## config.mk

```make
export PLATFORM = sky130hd
export DESIGN_NAME = uart_dbg_top
export DESIGN_NICKNAME = d
export VERILOG_FILES = /design/src/hw/uart_dbg_pkg.sv /design/src/hw/dbg_mem_if.sv /design/src/hw/uart_dbg_top.sv /design/src/hw/uart_tx_ser.sv /design/src/hw/dbg_byte_mem.sv /design/src/hw/dbg_cmd_engine.sv /design/src/hw/uart_rx_deser.sv
export SDC_FILE = /design/constraint.sdc
export NUM_CORES = 2
export LEC_CHECK = 0
export ABC_AREA = 1
export BUFFER_PORTS_ARGS = -buffer_cell sky130_fd_sc_hd__buf_2
export CAP_MARGIN = 40
export CORE_UTILIZATION = 45
export DETAILED_ROUTE_END_ITERATION = 6
export GPL_ROUTABILITY_DRIVEN = 0
export GPL_TIMING_DRIVEN = 0
export PLACE_DENSITY = 0.67
export SKIP_LAST_GASP = 1
export SLEW_MARGIN = 20
export SYNTH_ARGS = -nofsm -noshare
export SYNTH_HDL_FRONTEND = slang
export SYNTH_SLANG_ARGS = --single-unit
export TNS_END_PERCENT = 5
```

## constraint.sdc

```tcl
create_clock -name clk -period 9.4 [get_ports clk]
set_input_delay 0.47 -clock clk [delete_from_list [all_inputs] [get_ports clk]]
set_output_delay 0.47 -clock clk [all_outputs]
set_load 0.02 [all_outputs]
```

## src/hw/uart_dbg_pkg.sv

```systemverilog
// UART debug server shared constants, widths, opcodes and engine states
package uart_dbg_pkg;

  ////////////////////////////////////////////////////////////////////////////
  // Serial line format, 8N1 with a fixed divider
  ////////////////////////////////////////////////////////////////////////////

  localparam int unsigned clks_per_bit = 8;
  localparam int unsigned half_bit     = clks_per_bit / 2;
  // Start bit, eight data bits, stop bit
  localparam int unsigned frame_bits   = 10;

  typedef logic [$clog2(clks_per_bit)-1:0] bit_cnt_t;
  typedef logic [$clog2(frame_bits)-1:0]   bit_idx_t;
  typedef logic [7:0]                      byte_t;

  ////////////////////////////////////////////////////////////////////////////
  // Debug memory and protocol fields
  ////////////////////////////////////////////////////////////////////////////

  localparam int unsigned mem_addr_width = 8;
  localparam int unsigned mem_depth      = 1 << mem_addr_width;
  // Address and length fields are 8 bytes each, little endian
  localparam int unsigned hdr_bytes      = 8;

  typedef logic [mem_addr_width-1:0]    mem_addr_t;
  typedef logic [$clog2(hdr_bytes)-1:0] hdr_idx_t;
  typedef logic [63:0]                  dbg_addr_t;

  typedef enum logic [7:0] {
    cmd_eot   = 8'h04,
    cmd_ack   = 8'h06,
    cmd_read  = 8'h11,
    cmd_write = 8'h12,
    cmd_exec  = 8'h13
  } cmd_e;

  typedef enum logic [2:0] {
    idle,
    hdr_addr,
    hdr_len,
    send_ack,
    read_data,
    write_data,
    send_eot,
    exec_addr
  } engine_state_e;

endpackage
```

## src/hw/dbg_mem_if.sv

```systemverilog
// Byte-memory port between the command engine and the debug memory
interface dbg_mem_if;
  import uart_dbg_pkg::*;

  logic      req;
  logic      we;
  mem_addr_t addr;
  byte_t     wdata;
  // Valid the cycle after a read request
  byte_t     rdata;

  modport ctrl (
    output req, we, addr, wdata,
    input  rdata
  );

  modport mem (
    input  req, we, addr, wdata,
    output rdata
  );

endinterface

```

## src/hw/uart_dbg_top.sv

```systemverilog
// UART debug server top level with receiver, engine, memory and transmitter
module uart_dbg_top (
  input  logic                    clk,
  input  logic                    arst_n_i,
  input  logic                    uart_rx_i,
  output logic                    uart_tx_o,
  output logic                    exec_valid_o,
  output uart_dbg_pkg::dbg_addr_t exec_addr_o
);
  import uart_dbg_pkg::*;

  logic  rx_valid;
  byte_t rx_data;
  logic  tx_valid;
  logic  tx_ready;
  byte_t tx_data;

  dbg_mem_if mem_bus ();

  uart_rx_deser u_rx (
    .clk        ( clk       ),
    .arst_n_i   ( arst_n_i  ),
    .rx_i       ( uart_rx_i ),
    .rx_valid_o ( rx_valid  ),
    .rx_data_o  ( rx_data   )
  );

  dbg_cmd_engine u_engine (
    .clk          ( clk          ),
    .arst_n_i     ( arst_n_i     ),
    .rx_valid_i   ( rx_valid     ),
    .rx_data_i    ( rx_data      ),
    .mem          ( mem_bus.ctrl ),
    .tx_valid_o   ( tx_valid     ),
    .tx_ready_i   ( tx_ready     ),
    .tx_data_o    ( tx_data      ),
    .exec_valid_o ( exec_valid_o ),
    .exec_addr_o  ( exec_addr_o  )
  );

  dbg_byte_mem u_mem (
    .clk ( clk         ),
    .mem ( mem_bus.mem )
  );

  uart_tx_ser u_tx (
    .clk        ( clk       ),
    .arst_n_i   ( arst_n_i  ),
    .tx_valid_i ( tx_valid  ),
    .tx_ready_o ( tx_ready  ),
    .tx_data_i  ( tx_data   ),
    .tx_o       ( uart_tx_o )
  );

endmodule

```

## src/hw/uart_tx_ser.sv

```systemverilog
// UART transmitter that serializes reply bytes onto the line
module uart_tx_ser (
  input  logic                clk,
  input  logic                arst_n_i,
  input  logic                tx_valid_i,
  output logic                tx_ready_o,
  input  uart_dbg_pkg::byte_t tx_data_i,
  output logic                tx_o
);
  import uart_dbg_pkg::*;

  logic                busy_q;
  bit_idx_t            bit_idx_q;
  bit_cnt_t            cnt_q;
  logic [frame_bits-2:0] shift_q;
  logic                line_q;
  logic                load;
  logic                bit_end;

  assign tx_ready_o = !busy_q;
  assign load       = tx_valid_i && !busy_q;
  assign bit_end    = busy_q && (cnt_q == '0);

  always_ff @(posedge clk or negedge arst_n_i) begin
    if (!arst_n_i) begin
      busy_q    <= 1'b0;
      bit_idx_q <= '0;
      cnt_q     <= '0;
      line_q    <= 1'b1;
    end else if (load) begin
      // Start bit goes out right away
      busy_q    <= 1'b1;
      bit_idx_q <= '0;
      cnt_q     <= bit_cnt_t'(clks_per_bit - 1);
      line_q    <= 1'b0;
    end else if (busy_q && cnt_q != '0) begin
      cnt_q <= cnt_q - 1'b1;
    end else if (bit_end) begin
      if (bit_idx_q == bit_idx_t'(frame_bits - 1)) begin
        busy_q <= 1'b0;  // stop bit done, line stays high
      end else begin
        bit_idx_q <= bit_idx_q + 1'b1;
        cnt_q     <= bit_cnt_t'(clks_per_bit - 1);
        line_q    <= shift_q[0];
      end
    end
  end

  // Remaining frame bits, data LSB first then the stop bit
  always_ff @(posedge clk) begin
    if (load) begin
      shift_q <= {1'b1, tx_data_i};
    end else if (bit_end) begin
      shift_q <= {1'b1, shift_q[frame_bits-2:1]};
    end
  end

  assign tx_o = line_q;

endmodule

```

## src/hw/dbg_byte_mem.sv

```systemverilog
// Byte-wide debug data memory with synchronous write and registered read
module dbg_byte_mem (
  input logic    clk,
  dbg_mem_if.mem mem
);
  import uart_dbg_pkg::*;

  byte_t ram_q [mem_depth];
  byte_t rdata_q;

  always_ff @(posedge clk) begin
    if (mem.req && mem.we) begin
      ram_q[mem.addr] <= mem.wdata;
    end
  end

  // Read data appears one cycle after the request
  always_ff @(posedge clk) begin
    if (mem.req && !mem.we) begin
      rdata_q <= ram_q[mem.addr];
    end
  end

  assign mem.rdata = rdata_q;

endmodule

```

## src/hw/dbg_cmd_engine.sv

```systemverilog
// Debug command engine that parses requests, moves data and sequences replies
module dbg_cmd_engine (
  input  logic                    clk,
  input  logic                    arst_n_i,
  input  logic                    rx_valid_i,
  input  uart_dbg_pkg::byte_t     rx_data_i,
  dbg_mem_if.ctrl                 mem,
  output logic                    tx_valid_o,
  input  logic                    tx_ready_i,
  output uart_dbg_pkg::byte_t     tx_data_o,
  output logic                    exec_valid_o,
  output uart_dbg_pkg::dbg_addr_t exec_addr_o
);
  import uart_dbg_pkg::*;

  engine_state_e state_q;
  engine_state_e state_d;
  cmd_e          cmd_q;
  cmd_e          cmd_d;
  hdr_idx_t      idx_q;
  hdr_idx_t      idx_d;
  dbg_addr_t     addr_q;
  dbg_addr_t     addr_d;
  dbg_addr_t     len_q;
  dbg_addr_t     len_d;
  dbg_addr_t     exec_addr_q;
  dbg_addr_t     exec_addr_d;
  dbg_addr_t     hdr_word;
  logic          rd_pend_q;
  logic          rd_pend_d;
  logic          tx_valid_q;
  logic          tx_valid_d;
  byte_t         tx_data_q;
  byte_t         tx_data_d;
  logic          tx_fire;
  logic          hdr_last;

  assign tx_fire  = tx_valid_q && tx_ready_i;
  assign hdr_last = (idx_q == hdr_idx_t'(hdr_bytes - 1));

  // Header field with the incoming byte merged in, little endian
  always_comb begin
    hdr_word = (state_q == hdr_len) ? len_q : addr_q;
    hdr_word[{idx_q, 3'b000} +: 8] = rx_data_i;
  end

  //////////////////////////////////////////////////////////////////////////
  // Command FSM
  //////////////////////////////////////////////////////////////////////////

  always_comb begin
    state_d     = state_q;
    cmd_d       = cmd_q;
    idx_d       = idx_q;
    addr_d      = addr_q;
    len_d       = len_q;
    exec_addr_d = exec_addr_q;
    rd_pend_d   = 1'b0;
    tx_valid_d  = tx_valid_q;
    tx_data_d   = tx_data_q;
    unique case (state_q)
      idle: begin
        if (rx_valid_i) begin
          idx_d = '0;
          case (rx_data_i)
            cmd_ack: begin
              cmd_d      = cmd_ack;
              tx_valid_d = 1'b1;
              tx_data_d  = cmd_ack;
              state_d    = send_ack;
            end
            cmd_read, cmd_write: begin
              cmd_d   = cmd_e'(rx_data_i);
              state_d = hdr_addr;
            end
            cmd_exec: begin
              cmd_d   = cmd_exec;
              state_d = exec_addr;
            end
            // Unknown bytes are dropped
            default: state_d = idle;
          endcase
        end
      end
      hdr_addr, hdr_len, exec_addr: begin
        if (rx_valid_i) begin
          idx_d = hdr_last ? '0 : idx_q + 1'b1;
          if (state_q == hdr_len) begin
            len_d = hdr_word;
          end else begin
            addr_d = hdr_word;
          end
          if (hdr_last && state_q == hdr_addr) begin
            state_d = hdr_len;
          end else if (hdr_last) begin
            if (state_q == exec_addr) begin
              exec_addr_d = hdr_word;
            end
            tx_valid_d = 1'b1;
            tx_data_d  = cmd_ack;
            state_d    = send_ack;
          end
        end
      end
      send_ack: begin
        if (tx_fire) begin
          tx_valid_d = 1'b0;
          state_d    = idle;
          if (cmd_q == cmd_read || cmd_q == cmd_write) begin
            if (len_q == '0) begin
              tx_valid_d = 1'b1;
              tx_data_d  = cmd_eot;
              state_d    = send_eot;
            end else begin
              state_d = (cmd_q == cmd_read) ? read_data : write_data;
            end
          end
        end
      end
      read_data: begin
        // Fetch, then offer the byte, then wait for the transfer
        if (rd_pend_q) begin
          tx_valid_d = 1'b1;
          tx_data_d  = mem.rdata;
          addr_d     = addr_q + 1'b1;
          len_d      = len_q - 1'b1;
        end else if (tx_fire) begin
          if (len_q == '0) begin
            tx_data_d = cmd_eot;
            state_d   = send_eot;
          end else begin
            tx_valid_d = 1'b0;
          end
        end else if (!tx_valid_q) begin
          rd_pend_d = 1'b1;
        end
      end
      write_data: begin
        if (rx_valid_i) begin
          addr_d = addr_q + 1'b1;
          len_d  = len_q - 1'b1;
          if (len_q == dbg_addr_t'(1)) begin
            tx_valid_d = 1'b1;
            tx_data_d  = cmd_eot;
            state_d    = send_eot;
          end
        end
      end
      send_eot: begin
        if (tx_fire) begin
          tx_valid_d = 1'b0;
          state_d    = idle;
        end
      end
      default: state_d = idle;
    endcase
  end

  always_ff @(posedge clk or negedge arst_n_i) begin
    if (!arst_n_i) begin
      state_q     <= idle;
      cmd_q       <= cmd_ack;
      idx_q       <= '0;
      rd_pend_q   <= 1'b0;
      tx_valid_q  <= 1'b0;
      exec_addr_q <= '0;
    end else begin
      state_q     <= state_d;
      cmd_q       <= cmd_d;
      idx_q       <= idx_d;
      rd_pend_q   <= rd_pend_d;
      tx_valid_q  <= tx_valid_d;
      exec_addr_q <= exec_addr_d;
    end
  end

  always_ff @(posedge clk) begin
    addr_q    <= addr_d;
    len_q     <= len_d;
    tx_data_q <= tx_data_d;
  end

  // Memory port, only the low address bits select a byte
  assign mem.req   = (state_q == read_data && !tx_valid_q && !rd_pend_q) ||
                     (state_q == write_data && rx_valid_i);
  assign mem.we    = (state_q == write_data);
  assign mem.addr  = addr_q[mem_addr_width-1:0];
  assign mem.wdata = rx_data_i;

  assign tx_valid_o = tx_valid_q;
  assign tx_data_o  = tx_data_q;

  // Pulse coincides with the exec ACK handshake
  assign exec_valid_o = tx_fire && (state_q == send_ack) && (cmd_q == cmd_exec);
  assign exec_addr_o  = exec_addr_q;

endmodule

```

## src/hw/uart_rx_deser.sv

```systemverilog
// UART receiver that samples the serial line and delivers whole bytes
module uart_rx_deser (
  input  logic                clk,
  input  logic                arst_n_i,
  input  logic                rx_i,
  output logic                rx_valid_o,
  output uart_dbg_pkg::byte_t rx_data_o
);
  import uart_dbg_pkg::*;

  logic     rx_meta_q;
  logic     rx_sync_q;
  logic     rx_last_q;
  logic     busy_q;
  bit_idx_t bit_idx_q;
  bit_cnt_t cnt_q;
  byte_t    shift_q;
  logic     sample;
  logic     stop_bit;

  // Mid-bit sample point and position in the frame
  assign sample   = busy_q && (cnt_q == '0);
  assign stop_bit = (bit_idx_q == bit_idx_t'(frame_bits - 1));

  always_ff @(posedge clk or negedge arst_n_i) begin
    if (!arst_n_i) begin
      rx_meta_q  <= 1'b1;
      rx_sync_q  <= 1'b1;
      rx_last_q  <= 1'b1;
      busy_q     <= 1'b0;
      bit_idx_q  <= '0;
      cnt_q      <= '0;
      rx_valid_o <= 1'b0;
    end else begin
      rx_meta_q  <= rx_i;
      rx_sync_q  <= rx_meta_q;
      rx_last_q  <= rx_sync_q;
      rx_valid_o <= 1'b0;
      if (!busy_q) begin
        // Falling edge starts a frame, first stop lands mid start bit
        if (rx_last_q && !rx_sync_q) begin
          busy_q    <= 1'b1;
          bit_idx_q <= '0;
          cnt_q     <= bit_cnt_t'(half_bit - 1);
        end
      end else if (cnt_q != '0) begin
        cnt_q <= cnt_q - 1'b1;
      end else begin
        cnt_q <= bit_cnt_t'(clks_per_bit - 1);
        if (bit_idx_q == '0 && rx_sync_q) begin
          busy_q <= 1'b0;  // glitch, not a real start bit
        end else if (stop_bit) begin
          busy_q     <= 1'b0;
          rx_valid_o <= rx_sync_q;
        end else begin
          bit_idx_q <= bit_idx_q + 1'b1;
        end
      end
    end
  end

  // Data bits arrive LSB first
  always_ff @(posedge clk) begin
    if (sample && bit_idx_q != '0 && !stop_bit) begin
      shift_q <= {rx_sync_q, shift_q[7:1]};
    end
  end

  assign rx_data_o = shift_q;

endmodule

```

==> out/metrics.csv <==
metric,value,unit
status,finished with violations,
violations,design-rule violations,
place_hpwl,243000,um
stdcell_area,117000,sq um
die_h,480,um
numPortBuffers,68,
setup_viol,0,
setup_ws,4.19,ns
ys_seq_area_share,67.0,%
grt_pass1_vias,73500,
ys_warn_count,0,
dr_total_vias,77900,
num_rows,174,
clock_path_buffers,3,
initial_core_util,45.5,%
crit_family,buffers and inverters,
fin_crit,5.21,ns
grt_overflow_total,0,
maxSlewHeadroom,32.5,%
syn_avg_cell_area,9.84,sq um
reg2reg_depth,9,
startpoint_type,flip-flop,
cts.sinks,2309,
power_density,181,nW/um^2
reg2reg_setup_slack,4.19,ns
async_flop_share,4.37,%
cts_tree,built,
p_leak,47.7,nW
clk_pin_slew,0.06,ns
p_total,21.2,mW
layout_commonest_cell,nand2_1,
worstPathArrival,5.69,ns
crit_top_cell,buf_2,
clock_latency,0.90,ns
syn_area,103000,sq um
area_delta_synth_final,14.0,%
place_ws,4.43,ns
cp_num_cells,9,
drc,2,
reg2reg_to,u_mem.ram_q[220][6],
grt_max_degree,83,
crit_chain,"inv_2, buf_4, buf_6, buf_2, buf_2, ha_1, nand2_1, clkbuf_2, nor2_1",
synthCells,10400,
required,9.89,ns
grt_pass1_wl,478000,um
drt_iter0_drc,10600,
crit_path_end_kind,flip-flop,
fin_crit_sh,55.4,%
drv_cap,0,
ios,69,
worst_pin_slew,1.00,ns
placed_cells,13700,
final_cell_mix,"nand2_1, edfxtp_1, nor2_1, inv_1, o21ai_0",
synth_ff_type,edfxtp_1,
cts_setup_buffers,0,
critPathKind,flip-flop to flip-flop,
via_per_inst,5.51,
cts_inserted_buffers,230,
core_area,226000,sq um
ys_ff_latch,2309,
antenna_found_initial,20,
die_w,480,um
critPathMaxFanout,11,
rsz0062_at_grt,false,
worstReg2RegStart,u_engine.addr_q[0],
cpPeakStageDelay,0.86,ns
finalMaxSlewViolations,0,
synth_edf_count,2208,
ant_nets,0,
htree_levels,4,
finalClockSkew,0.0400,ns
hold_violations,0,
placed_cell_area,110000,sq um
routedWlPerCell,23.4,um
layout.nets,11000,
max_freq,192,MHz
routed_wl,330000,um
stdcell_count,14100,
syn_nets,10500,
grt_usage,28.3,%
ys_types,48,
critPathSlowestCell,nor2_1,
path_buf_inv,6,
final_layout_size_suffix_gt1_share,8.31,%
root_buffer,clkbuf_16,
firstDrtPassIters,7,
ir_worst_vdd,171,uV
dieArea,230000,sq um
hp-class,input pin to async pin,
[kinds of logic after synthesis]
group                      after synthesis  synth area share [%]
adders and majority gates               23                 0.288
muxes                                    2                0.0207
AOI/OAI and AO/OA                      917                  4.65
xor gates and xnor gates                70                 0.597
DFF                                   2309                  67.0
and+or+nand+nor                       5640                  21.7
buffers and inverters                 1474                  5.75
[synthesized netlist by cell type (all sizes together), types with 3 or more instances]
library cell | n | area share (%)
nand2 | 3875 | 14
edfxtp | 2208 | 65
nor2 | 1140 | 4.2
inv | 967 | 3.5
o21ai | 803 | 3.9
nand3 | 440 | 2.1
clkbuf | 275 | 1.0
buf | 228 | 1.2
dfrtp | 95 | 2.3
nor3 | 70 | 0.37
or2 | 68 | 0.41
xor2 | 49 | 0.42
o211ai | 46 | 0.34
a21oi | 45 | 0.22
nand4 | 26 | 0.16
ha | 22 | 0.27
xnor2 | 21 | 0.18
nor4 | 10 | 0.061
a32o | 7 | 0.068
dfstp | 6 | 0.15
o31ai | 5 | 0.037
clkinv | 4 | 0.015
a22oi | 3 | 0.022
and2 | 3 | 0.018
nand3b | 3 | 0.022
nor3b | 3 | 0.022
o22ai | 3 | 0.018
[worst min-delay path, delay by kind of cell]
family,cells,cell delay (ns)
buf+inv,3,0.95
[flip-flops by register name (all words and copies together), names as in the netlist, 3 cells and up]
| name | flops |
|---|---|
| u_engine.exec_addr_o | 64 |
| u_engine.len_q | 64 |
| u_engine.tx_data_o | 8 |
| u_tx.bit_idx_q | 4 |
| u_engine.addr_q | 64 |
| u_rx.bit_idx_q | 4 |
| u_mem.ram_q | 2048 |
| u_engine.state_q | 3 |
| u_rx.rx_data_o | 8 |
| u_tx.shift_q | 8 |
| u_engine.cmd_q | 8 |
| u_mem.mem.rdata | 8 |
| u_engine.idx_q | 3 |
| u_rx.cnt_q | 3 |
| u_tx.cnt_q | 3 |
[routing by layer]
metal	wire length [um]	up-vias	GRT usage, %
met5	475	-	0
met4	23800	20	17.6
met3	38200	1012	6.79
met2	145000	4799	43.6
met1	122000	36900	36.2
li1	-	35100	-
[power by group]
group / total (mW) / switching [mW] / internal, mW
clock network: 9.01 / 4.01 / 5.01
registers: 11.5 / 0.0297 / 11.4
logic: 0.746 / 0.516 / 0.231
total: 21.2 / 4.55 / 16.7
[area by class of cell]
class	count	area (sq um)
inverters	971	3640
repair buffers	273	3290
well taps	2992	3740
multi-input cells	6652	27900
fillers	19500	109000
clock buffers	277	6020
clock inverters	145	1270
flip-flops and latches	2309	68800
diodes	7	17.5
plain buffers	503	2290
[worst max-delay path by stage]
stage / slack, ns / start / to
5_1_grt: 4.36 / u_engine.addr_q[0] / u_mem.ram_q[220][3]
2_1_floorplan: 1.46 / u_engine.state_q[2] / u_engine.addr_q[0]
6_report: 4.19 / u_engine.addr_q[0] / u_mem.ram_q[220][6]
3_5_place_dp: 4.43 / u_engine.addr_q[0] / u_mem.ram_q[220][0]
4_1_cts: 4.42 / u_engine.addr_q[0] / u_mem.ram_q[220][5]
3_3_place_gp: -3.38 / u_rx.rx_data_o[0] / u_engine.len_q[56]
[metrics by stage]
step	setup TNS (ns)	hold slack (ns)	utilization, %
2_1_floorplan	0	0.174	-
3_5_place_dp	0	0.320	48.5
4_1_cts	0	0.152	51.8
5_1_grt	0	0.184	51.8
6_report	0	0.144	51.9
3_3_place_gp	-2078.95	0.350	47.3
[repair_timing]
action                    in CTS  in global routing
hold endpoints to repair      96                  0
resized for setup              0                  0
hold buffers                   3                  0
Power figures use the tool's default switching activity.
